===== config.mk =====
export PLATFORM = sky130hd
export DESIGN_NAME = la_core
export DESIGN_NICKNAME = d
export VERILOG_FILES = /design/src/hw/la_pkg.sv /design/src/hw/la_core.sv /design/src/hw/la_tx_arbiter.sv /design/src/hw/la_capture_ctrl.sv /design/src/hw/la_trigger.sv /design/src/hw/la_sampler.sv /design/src/hw/la_cmd_decode.sv
export VERILOG_INCLUDE_DIRS = /design/src /design/src/include
export SDC_FILE = /design/constraint.sdc
export NUM_CORES = 1
export LEC_CHECK = 0
export BUFFER_PORTS_ARGS = -buffer_cell sky130_fd_sc_hd__buf_2
export CORE_MARGIN = 1
export CORE_UTILIZATION = 29
export DETAILED_ROUTE_END_ITERATION = 8
export PLACE_DENSITY_LB_ADDON = 0.08
export SETUP_SLACK_MARGIN = 0.4
export SKIP_LAST_GASP = 1
export SLEW_MARGIN = 5
export SYNTH_ARGS = -nofsm -noshare
export SYNTH_HDL_FRONTEND = slang
export SYNTH_SLANG_ARGS = --single-unit

===== constraint.sdc =====
create_clock -name clk_i -period 8.7 [get_ports clk_i]
set_input_delay 2.175 -clock clk_i [delete_from_list [all_inputs] [get_ports clk_i]]
set_output_delay 2.175 -clock clk_i [all_outputs]
set_load 0.005 [all_outputs]

===== src/include/la_macros.svh =====
/*
 * la macros
 * sizes shared by the logic-analyzer core and its testbench:
 * sample width, memory address width, trigger stage count,
 * divider width and the fixed ID reply word
 */
`ifndef LA_MACROS_SVH
`define LA_MACROS_SVH

`define LA_WIDTH    32              // sample and command word
`define LA_ADDR_W   5               // 32 words of sample memory
`define LA_STAGES   4               // parallel trigger stages
`define LA_DIV_W    24              // sample clock divider

// ascii "1ALS", first character in the top byte
`define LA_ID_WORD  32'h31414c53

`endif

===== src/hw/la_pkg.sv =====
/*
 * la_pkg
 * opcodes, the decoded views of the command word and the
 * structs that carry control pulses, samples and transmit words
 */
`default_nettype none

`include "la_macros.svh"

package la_pkg;

  // host opcodes, stage n adds 4*n to the C0..C2 family
  typedef enum logic [7:0] {
    OPC_RESET = 8'h00,
    OPC_ARM   = 8'h01,
    OPC_ID    = 8'h02,
    OPC_XON   = 8'h11,
    OPC_XOFF  = 8'h13,
    OPC_DIV   = 8'h80,
    OPC_CNT   = 8'h81,
    OPC_MASK0 = 8'hC0,              // trigger mask, stage 0
    OPC_VAL0  = 8'hC1,              // trigger value, stage 0
    OPC_CFG0  = 8'hC2               // trigger config, stage 0
  } la_opcode_e;

  typedef struct packed {
    logic [3:0]  rsvd_hi;
    logic        start;             // stage takes part in the match
    logic [1:0]  stage;
    logic [24:0] rsvd_lo;
  } la_trig_cfg_s;

  typedef struct packed {
    logic [15:0] read_cnt;          // words sent back
    logic [15:0] delay_cnt;         // samples written after trigger
  } la_cnt_s;

  // one command word, read as mask/value, trigger config or counts
  typedef union packed {
    logic [`LA_WIDTH-1:0] raw;
    la_trig_cfg_s         trig_cfg;
    la_cnt_s              cnt;
  } la_cmd_u;

  typedef struct packed {
    logic       soft_rst;
    logic       arm;
    logic       id_req;
    logic       xon;
    logic       xoff;
    logic       set_mask;
    logic       set_val;
    logic       set_cfg;
    logic       set_div;
    logic       set_cnt;
    logic [1:0] stg;                // stage index for mask/val/cfg
  } la_ctrl_s;

  typedef struct packed {
    logic                 stb;
    logic [`LA_WIDTH-1:0] data;
  } la_sample_s;

  typedef struct packed {
    logic                 stb;
    logic [`LA_WIDTH-1:0] data;
  } la_tx_s;

endpackage

`default_nettype wire


===== src/hw/la_core.sv =====
/*
 * la_core
 * top of the logic-analyzer core: command decode, sampler and
 * trigger, capture controller and transmit arbiter wired to the pins.
 * sample memory and transmitter sit outside
 */
`default_nettype none
`timescale 1ns/1ns

`include "la_macros.svh"

module la_core (
  input  logic                  clk_i,
  input  logic                  reset_i,
  input  logic [`LA_WIDTH-1:0]  input_i,   // sampled bus
  // command side
  input  la_pkg::la_opcode_e    opc_i,
  input  logic [`LA_WIDTH-1:0]  cmd_i,
  input  logic                  exec_i,
  // sample memory
  output logic                  we_o,
  output logic [`LA_ADDR_W-1:0] addr_o,
  output logic [`LA_WIDTH-1:0]  mem_o,
  input  logic [`LA_WIDTH-1:0]  mem_i,
  // transmitter
  input  logic                  tx_rdy_i,
  output logic                  tx_stb_o,
  output logic [`LA_WIDTH-1:0]  tx_o,
  output logic                  tx_xon_o,
  output logic                  tx_xoff_o
);

  la_pkg::la_ctrl_s   ctrl;
  la_pkg::la_cmd_u    cmd;
  la_pkg::la_sample_s smpl;
  la_pkg::la_tx_s     cap_tx;              // readout word for the arbiter
  logic               cap_busy;
  logic               run;

  assign mem_o     = smpl.data;            // memory writes the strobed sample
  assign tx_xon_o  = ctrl.xon;
  assign tx_xoff_o = ctrl.xoff;

  la_cmd_decode i_decode (
    .clk_i   (clk_i),
    .reset_i (reset_i),
    .exec_i  (exec_i),
    .opc_i   (opc_i),
    .cmd_i   (cmd_i),
    .ctrl_o  (ctrl),
    .cmd_o   (cmd)
  );

  la_sampler i_sampler (
    .clk_i   (clk_i),
    .reset_i (reset_i),
    .ctrl_i  (ctrl),
    .cmd_i   (cmd),
    .data_i  (input_i),
    .smpl_o  (smpl)
  );

  la_trigger i_trigger (
    .clk_i   (clk_i),
    .reset_i (reset_i),
    .ctrl_i  (ctrl),
    .cmd_i   (cmd),
    .smpl_i  (smpl),
    .run_o   (run)
  );

  la_capture_ctrl i_capture (
    .clk_i    (clk_i),
    .reset_i  (reset_i),
    .ctrl_i   (ctrl),
    .cmd_i    (cmd),
    .smpl_i   (smpl),
    .run_i    (run),
    .tx_rdy_i (tx_rdy_i),
    .we_o     (we_o),
    .addr_o   (addr_o),
    .mem_i    (mem_i),
    .tx_o     (cap_tx),
    .busy_o   (cap_busy)
  );

  la_tx_arbiter i_tx_arb (
    .clk_i       (clk_i),
    .reset_i     (reset_i),
    .ctrl_i      (ctrl),
    .smpl_tx_i   (cap_tx),
    .smpl_busy_i (cap_busy),
    .tx_rdy_i    (tx_rdy_i),
    .tx_stb_o    (tx_stb_o),
    .tx_o        (tx_o)
  );

endmodule

`default_nettype wire


===== src/hw/la_tx_arbiter.sv =====
/*
 * la_tx_arbiter
 * shares the transmitter between the sample readout and the ID reply.
 * readout owns it while busy, a pending ID word goes out otherwise
 */
`default_nettype none
`timescale 1ns/1ns

`include "la_macros.svh"

module la_tx_arbiter (
  input  logic                 clk_i,
  input  logic                 reset_i,
  input  la_pkg::la_ctrl_s     ctrl_i,
  input  la_pkg::la_tx_s       smpl_tx_i,  // from capture readout
  input  logic                 smpl_busy_i,
  input  logic                 tx_rdy_i,
  output logic                 tx_stb_o,
  output logic [`LA_WIDTH-1:0] tx_o
);

  logic rst;
  logic id_pend_q;                         // ID asked, not yet sent
  logic last_stb_q;                        // strobe seen last cycle
  logic id_stb;

  assign rst = reset_i | ctrl_i.soft_rst;

  // never two strobes back to back, whichever sender
  assign id_stb = id_pend_q && !smpl_busy_i && tx_rdy_i && !last_stb_q;

  assign tx_stb_o = smpl_busy_i ? smpl_tx_i.stb  : id_stb;
  assign tx_o     = smpl_busy_i ? smpl_tx_i.data : `LA_ID_WORD;

  always_ff @(posedge clk_i) begin
    if (rst) begin
      id_pend_q  <= 1'b0;
      last_stb_q <= 1'b0;
    end else begin
      id_pend_q  <= (id_pend_q & ~id_stb) | ctrl_i.id_req;
      last_stb_q <= tx_stb_o;
    end
  end

endmodule

`default_nettype wire


===== src/hw/la_capture_ctrl.sv =====
/*
 * la_capture_ctrl
 * capture FSM: idle, fill, delay, read.
 * fill writes samples circularly until run, delay writes delay_cnt
 * more, then read sends read_cnt words newest-first, one-cycle
 * memory latency, one word per transmitter ready
 */
`default_nettype none
`timescale 1ns/1ns

`include "la_macros.svh"

module la_capture_ctrl (
  input  logic                  clk_i,
  input  logic                  reset_i,
  input  la_pkg::la_ctrl_s      ctrl_i,
  input  la_pkg::la_cmd_u       cmd_i,
  input  la_pkg::la_sample_s    smpl_i,
  input  logic                  run_i,
  input  logic                  tx_rdy_i,
  output logic                  we_o,
  output logic [`LA_ADDR_W-1:0] addr_o,
  input  logic [`LA_WIDTH-1:0]  mem_i,     // data of last cycle's addr
  output la_pkg::la_tx_s        tx_o,
  output logic                  busy_o     // owns the transmitter
);

  typedef enum logic [1:0] {ST_IDLE, ST_FILL, ST_DELAY, ST_READ} state_e;

  state_e                state_q;
  logic                  rst;
  logic [15:0]           read_cnt_q;
  logic [15:0]           delay_cnt_q;
  logic [15:0]           dly_q;            // samples still to write
  logic [15:0]           left_q;           // words still to send
  logic [`LA_ADDR_W-1:0] wr_ptr_q;
  logic [`LA_ADDR_W-1:0] rd_addr_q;
  logic                  rd_vld_q;         // mem_i belongs to rd_addr_q
  logic                  in_delay;
  logic [15:0]           rem;
  logic [15:0]           rem_nxt;
  logic                  we;
  logic [`LA_ADDR_W-1:0] wr_nxt;
  logic                  tx_stb;

  assign rst = reset_i | ctrl_i.soft_rst;

  always_comb begin
    // run in fill already counts as delay, trigger sample is delay zero
    in_delay = (state_q == ST_DELAY) || (state_q == ST_FILL && run_i);
    rem      = (state_q == ST_DELAY) ? dly_q : delay_cnt_q;
    we       = smpl_i.stb && ((state_q == ST_FILL && !run_i) ||
                              (in_delay && rem != '0));
    rem_nxt  = rem - {15'd0, we};
    wr_nxt   = wr_ptr_q + `LA_ADDR_W'(we);
    tx_stb   = (state_q == ST_READ) && rd_vld_q && tx_rdy_i;
  end

  always_ff @(posedge clk_i) begin
    if (rst) begin
      read_cnt_q  <= '0;
      delay_cnt_q <= '0;
    end else if (ctrl_i.set_cnt) begin
      read_cnt_q  <= cmd_i.cnt.read_cnt;
      delay_cnt_q <= cmd_i.cnt.delay_cnt;
    end
  end

  always_ff @(posedge clk_i) begin
    if (rst) begin
      state_q   <= ST_IDLE;
      wr_ptr_q  <= '0;
      rd_addr_q <= '0;
      dly_q     <= '0;
      left_q    <= '0;
      rd_vld_q  <= 1'b0;
    end else begin
      wr_ptr_q <= wr_nxt;
      if (ctrl_i.arm) begin
        state_q  <= ST_FILL;               // arm restarts the capture
        rd_vld_q <= 1'b0;
      end else begin
        case (state_q)
          ST_FILL, ST_DELAY: begin
            if (in_delay) begin
              dly_q <= rem_nxt;
              if (rem_nxt == '0) begin
                // newest word is the one just written
                rd_addr_q <= wr_nxt - 1'b1;
                left_q    <= read_cnt_q;
                rd_vld_q  <= 1'b0;
                state_q   <= (read_cnt_q == '0) ? ST_IDLE : ST_READ;
              end else begin
                state_q <= ST_DELAY;
              end
            end
          end
          ST_READ: begin
            if (tx_stb) begin
              rd_vld_q  <= 1'b0;           // wait for the next read
              rd_addr_q <= rd_addr_q - 1'b1;
              left_q    <= left_q - 1'b1;
              if (left_q == 16'd1) begin
                state_q <= ST_IDLE;
              end
            end else begin
              rd_vld_q <= 1'b1;
            end
          end
          default: ;                       // idle waits for arm
        endcase
      end
    end
  end

  assign we_o        = we;
  assign addr_o      = (state_q == ST_READ) ? rd_addr_q : wr_ptr_q;
  assign tx_o.stb    = tx_stb;
  assign tx_o.data   = mem_i;
  assign busy_o      = (state_q == ST_READ);

endmodule

`default_nettype wire


===== src/hw/la_trigger.sv =====
/*
 * la_trigger
 * four parallel trigger stages, each with mask, value and start bit.
 * once armed, the first strobed sample that matches any started
 * stage raises run, which holds until the next arm or reset
 */
`default_nettype none
`timescale 1ns/1ns

`include "la_macros.svh"

module la_trigger (
  input  logic               clk_i,
  input  logic               reset_i,
  input  la_pkg::la_ctrl_s   ctrl_i,
  input  la_pkg::la_cmd_u    cmd_i,
  input  la_pkg::la_sample_s smpl_i,
  output logic               run_o         // triggered
);

  logic                  rst;
  logic [`LA_WIDTH-1:0]  mask_q [`LA_STAGES];
  logic [`LA_WIDTH-1:0]  val_q  [`LA_STAGES];
  logic [`LA_STAGES-1:0] start_q;
  logic [`LA_STAGES-1:0] hit;              // per stage match
  logic                  armed_q;
  logic                  run_q;

  assign rst = reset_i | ctrl_i.soft_rst;

  always_comb begin
    for (int n = 0; n < `LA_STAGES; n++) begin
      hit[n] = start_q[n] && ((smpl_i.data & mask_q[n]) == val_q[n]);
    end
  end

  // stage words, only looked at through start_q
  always_ff @(posedge clk_i) begin
    if (ctrl_i.set_mask) begin
      mask_q[ctrl_i.stg] <= cmd_i.raw;
    end
    if (ctrl_i.set_val) begin
      val_q[ctrl_i.stg] <= cmd_i.raw;
    end
  end

  always_ff @(posedge clk_i) begin
    if (rst) begin
      start_q <= '0;
      armed_q <= 1'b0;
      run_q   <= 1'b0;
    end else begin
      if (ctrl_i.set_cfg) begin
        start_q[ctrl_i.stg] <= cmd_i.trig_cfg.start;
      end
      if (ctrl_i.arm) begin
        armed_q <= 1'b1;
        run_q   <= 1'b0;                   // new capture
      end else if (armed_q && smpl_i.stb && (|hit)) begin
        armed_q <= 1'b0;                   // only the first match counts
        run_q   <= 1'b1;
      end
    end
  end

  assign run_o = run_q;

endmodule

`default_nettype wire


===== src/hw/la_sampler.sv =====
/*
 * la_sampler
 * programmable clock divider for the input bus. every div+1 cycles
 * the input is registered and marked with a one-cycle strobe
 */
`default_nettype none
`timescale 1ns/1ns

`include "la_macros.svh"

module la_sampler (
  input  logic                 clk_i,
  input  logic                 reset_i,
  input  la_pkg::la_ctrl_s     ctrl_i,
  input  la_pkg::la_cmd_u      cmd_i,
  input  logic [`LA_WIDTH-1:0] data_i,    // bus under observation
  output la_pkg::la_sample_s   smpl_o
);

  logic                 rst;
  logic                 tick;              // divider wrapped
  logic [`LA_DIV_W-1:0] div_q;
  logic [`LA_DIV_W-1:0] cnt_q;
  logic                 stb_q;
  logic [`LA_WIDTH-1:0] data_q;

  assign rst  = reset_i | ctrl_i.soft_rst;
  assign tick = (cnt_q == '0);

  always_ff @(posedge clk_i) begin
    if (rst) begin
      div_q <= '0;                         // full rate after reset
      cnt_q <= '0;
      stb_q <= 1'b0;
    end else if (ctrl_i.set_div) begin
      div_q <= cmd_i.raw[`LA_DIV_W-1:0];
      cnt_q <= cmd_i.raw[`LA_DIV_W-1:0];   // restart count with new rate
      stb_q <= 1'b0;
    end else if (tick) begin
      cnt_q <= div_q;
      stb_q <= 1'b1;
    end else begin
      cnt_q <= cnt_q - 1'b1;
      stb_q <= 1'b0;
    end
  end

  always_ff @(posedge clk_i) begin
    if (tick) begin
      data_q <= data_i;                    // pairs with stb_q
    end
  end

  assign smpl_o.stb  = stb_q;
  assign smpl_o.data = data_q;

endmodule

`default_nettype wire


===== src/hw/la_cmd_decode.sv =====
/*
 * la_cmd_decode
 * turns each exec strobe into one-cycle control pulses, registered,
 * plus the stage index of the trigger opcode family. the command
 * word is held alongside so it is valid with the pulses
 */
`default_nettype none
`timescale 1ns/1ns

`include "la_macros.svh"

module la_cmd_decode (
  input  logic                 clk_i,
  input  logic                 reset_i,
  input  logic                 exec_i,     // one cycle, opc and cmd valid
  input  la_pkg::la_opcode_e   opc_i,
  input  logic [`LA_WIDTH-1:0] cmd_i,
  output la_pkg::la_ctrl_s     ctrl_o,     // pulses, one cycle after exec
  output la_pkg::la_cmd_u      cmd_o
);

  la_pkg::la_ctrl_s   ctrl_d;
  la_pkg::la_opcode_e opc_base;            // opcode with stage bits cleared

  always_comb begin
    ctrl_d   = '0;
    opc_base = la_pkg::la_opcode_e'({opc_i[7:4], 2'b00, opc_i[1:0]});
    if (exec_i) begin
      case (opc_i)
        la_pkg::OPC_RESET: ctrl_d.soft_rst = 1'b1;
        la_pkg::OPC_ARM:   ctrl_d.arm      = 1'b1;
        la_pkg::OPC_ID:    ctrl_d.id_req   = 1'b1;
        la_pkg::OPC_XON:   ctrl_d.xon      = 1'b1;
        la_pkg::OPC_XOFF:  ctrl_d.xoff     = 1'b1;
        la_pkg::OPC_DIV:   ctrl_d.set_div  = 1'b1;
        la_pkg::OPC_CNT:   ctrl_d.set_cnt  = 1'b1;
        default: ;                         // unknown, ignored
      endcase
      // trigger family C0..CE, stage in bits 3:2
      if (opc_i[7:4] == 4'hC) begin
        ctrl_d.stg = opc_i[3:2];
        case (opc_base)
          la_pkg::OPC_MASK0: ctrl_d.set_mask = 1'b1;
          la_pkg::OPC_VAL0:  ctrl_d.set_val  = 1'b1;
          la_pkg::OPC_CFG0:  ctrl_d.set_cfg  = 1'b1;
          default: ;                       // xx3, reserved
        endcase
      end
    end
  end

  always_ff @(posedge clk_i) begin
    if (reset_i) begin
      ctrl_o <= '0;
    end else begin
      ctrl_o <= ctrl_d;                    // all zero when no exec
    end
  end

  // command word follows the strobe, no reset needed
  always_ff @(posedge clk_i) begin
    if (exec_i) begin
      cmd_o.raw <= cmd_i;
    end
  end

endmodule

`default_nettype wire


==> qor.txt <==
IO Count - 181
critical-path cell list - inv_1 -> ha_2 -> buf_4 -> nor3b_1 -> o22ai_2 -> or3_1 -> nor3_1 -> nand2_1 -> nand2_1 -> a21boi_0 -> buf_2
Crit path largest cell delay - 0.48 ns
Peak Freq - 176.9 MHz
clk slew on worst S/H paths - 0.06 ns
Mapped Area - 19130 um^2
Logic pwr share - 0.105
Reg-to-Reg End - i_capture.left_q[6]
simple-gate share of the synthesized area - 0.1466
Root Buffer - clkbuf_16
nets - 1858
Final setup viols - 0
dominant cell type by area after synthesis - edfxtp_1
CP bufs+invs - 3
top post-synthesis cells by area - edfxtp_1, dfxtp_1, xor2_1, nand2_1, xnor2_1
setup_tns - 0 ns
Setup crit end kind - primary output
XOR/XNOR Fraction of Synth Area - 0.06866
clk_lat worst skew - 0.61 ns
Initial Util - 0.2952
drt pass-1 iters - 4
TritonCTS Buffers - 55
Finished Layout Cells - 2634
CP max stage cell - buf_4
Final Hold Viols - 0
DP Wirelength - 35.70 mm
full die area - 67010 um^2
mux share of post-synthesis cell area - 0.03289
die width - 258.9 um
Hold Path Sink - i_tx_arb.id_pend_q
post-synthesis compound-gate area fraction - 0.07252
Avg Cell Area, Syn - 12.38 um^2
synthesized netlist cell count - 1546
count leader, synth - edfxtp_1
worst-case reg-to-reg path depth - 20
htree depth - 2
clock share of power - 0.401
CP top delay family - simple AND/OR/NAND/NOR gates
r2r setup slk - 3.14 ns
routability cong. - 0.7722
Max Cap Viol - 0
post_cts resized - 0
Area Overhead vs Synth - 18.28%
actual slew at the worst max-slew pin - 1.166 ns
synth cell count leaders - edfxtp_1, nand2_1, dfxtp_1
crit-path max FO - 49
post-route ant nets - 0
DP Cell Count - 2535
RSZ-0062 raised after global routing - no
Yosys warnings - 0
Setup Crit Path Kind - reg -> out
status - finished, final reports clean
crit path launch type - flop
CTS tree - done
worst reg2reg startpoint - i_capture.state_q[0]
Total GRT Usage - 0.1614
Sw Pwr - 0.001392 W
vias per cell - 4.664
initial drt markers - 652
top cell type's share of synthesized area - 0.5022
Sw Ratio - 0.2593
Cell Rows - 93
DRC - 0
hold crit path type - reg -> reg
Setup Skew - 0.01338 ns
core area - 64810 um^2
I/O Buffers - 180
Synth Flop Type - edfxtp_1
die height - 258.9 um
WP data arrival - 3.48 ns
final antenna diode count - 0
#FFs+latches synth - 466
Post-synth EDFFs - 320
share of layout cells above drive strength 1 - 0.1743
Post-Syn Nets - 1667
Worst path most repeated cell - nand2_1
Overflow after GRT - 0
routed wire length - 54.01 mm
largest family of logic cells by synthesized area - simple AND/OR/NAND/NOR gates
Post-CTS Setup Inserts - 0
Distinct cells, synth - 72
Worst VDD drop - 141.5 uV
deepest clock path buffer count - 3
worst path required time - 6.53 ns
post-layout util - 0.3492
global-route wire length before repair - 79.85 mm
initial antenna violation count - 1
Flop pwr share - 0.494
Hold Crit Depth - 2
PwrDens - 237.2 nW/um^2
Tmin final - 5.653 ns
Avg WL per Cell - 20.50 um
vias in the first global route - 12260
max_slew headroom - 0.2229
Pleak - 7.770 nW
min-delay src - i_decode.ctrl_o[9]
Clock Sinks - 466
Final period util - 0.6498
DR vias - 12290
quantity of hold-fixing buffers added after cts - 0
largest net degree at the start of global routing - 98
fraction of registers with async set/reset - 0
post-synthesis adder-cell area fraction - 0.008501
Seq/Total Area, Yosys - 0.6550
Cell Int Power - 0.003976 W
Slew Limit Fails - 0
[flip-flops by register name, indices dropped and copies added, names as in the netlist, 16 cells and up]
register               flops
i_trigger.mask_q         128
i_trigger.val_q          128
i_decode.cmd_o            32
i_sampler.data_q          32
i_sampler.cnt_q           24
i_sampler.div_q           24
i_capture.delay_cnt_q     16
i_capture.dly_q           16
i_capture.left_q          16
i_capture.read_cnt_q      16
[power groups by stage]
stage | registers [W] | logic (W) | clock network, W
floorplan | 0.00261 | 0.000391 | 0
global placement | 0.00271 | 0.000573 | 0
detailed placement | 0.00271 | 0.000575 | 0
CTS | 0.00267 | 0.000580 | 0.00223
global route | 0.00267 | 0.000641 | 0.00231
finish | 0.00265 | 0.000564 | 0.00215
[worst min-delay path, cell delays in order (launching register included)]
cell and delay [ns]:
dfxtp_1 0.31, a21oi_1 0.04, nor2_1 0.07
[per-stage QoR]
step                instance area [um^2]  power [W]  hold slack, ns  worst slack (ns)
finish                             22630   0.005368          0.4534             3.047
global route                       22630   0.005628          0.4884             2.502
CTS                                22630   0.005479          0.4586             2.947
detailed placement                 20960   0.003287          0.4453             3.106
global placement                   20960   0.003284          0.4361             3.175
floorplan                          19130   0.003000          0.4130             4.199
[cells by family (layout without fill, tap and decap cells)]
| group | count (synthesis) | after routing |
|---|---|---|
| xor+xnor | 150 | 150 |
| flops | 466 | 466 |
| simple gates | 570 | 570 |
| fa+ha+maj | 13 | 13 |
| buf+inv | 72 | 305 |
| mux | 60 | 60 |
| compound gates | 215 | 215 |
[layout by cell type (no fill, tap or decap), drive strengths merged, types with 13 or more instances in the layout]
master,instances
xor2,92
nor4,29
and2,33
a211oi,16
nand4,23
mux2i,53
clkinv,25
nand3,33
o21ai,36
ha,13
a211o,13
nor3,38
buf,190
inv,18
a21oi,93
nor2,115
clkbuf,69
edfxtp,320
nand2,197
or3,13
xnor2,58
dfxtp,146
nand2b,43
[final cells by class]
cell class / count / area [um^2]
multi-input combinational: 1008 / 6322
tap: 855 / 1070
inverter: 16 / 60.06
clock buffer: 69 / 1460
timing repair buffer: 190 / 975.9
fill: 6371 / 42180
clock inverter: 30 / 207.7
sequential: 466 / 12530
[worst max-delay path by stage]
stage / startpoint / end / slack [ns] / cells after the start
detailed placement: i_capture.state_q[0] / i_capture.left_q[13] / 3.11 / 19
floorplan: tx_rdy_i / tx_stb_o / 4.20 / 1
finish: i_capture.state_q[0] / we_o / 3.05 / 11
global placement: i_capture.state_q[0] / i_capture.rd_addr_q[1] / 3.18 / 19
global route: i_capture.state_q[0] / i_capture.left_q[5] / 2.50 / 19
CTS: i_capture.state_q[0] / we_o / 2.95 / 11
[layer usage]
| metal | up-vias | routed length, um | part of all wire | GRT usage |
|---|---|---|---|---|
| li1 | 5997 | - | - | - |
| met1 | 5972 | 24220 | 0.45 | 0.2069 |
| met2 | 253 | 26700 | 0.49 | 0.2811 |
| met3 | 64 | 1975 | 0.037 | 0.02631 |
| met4 | 0 | 1112 | 0.021 | 0.04126 |
| met5 | - | 0 | 0 | 0 |
(Power assumes the default switching activity.)
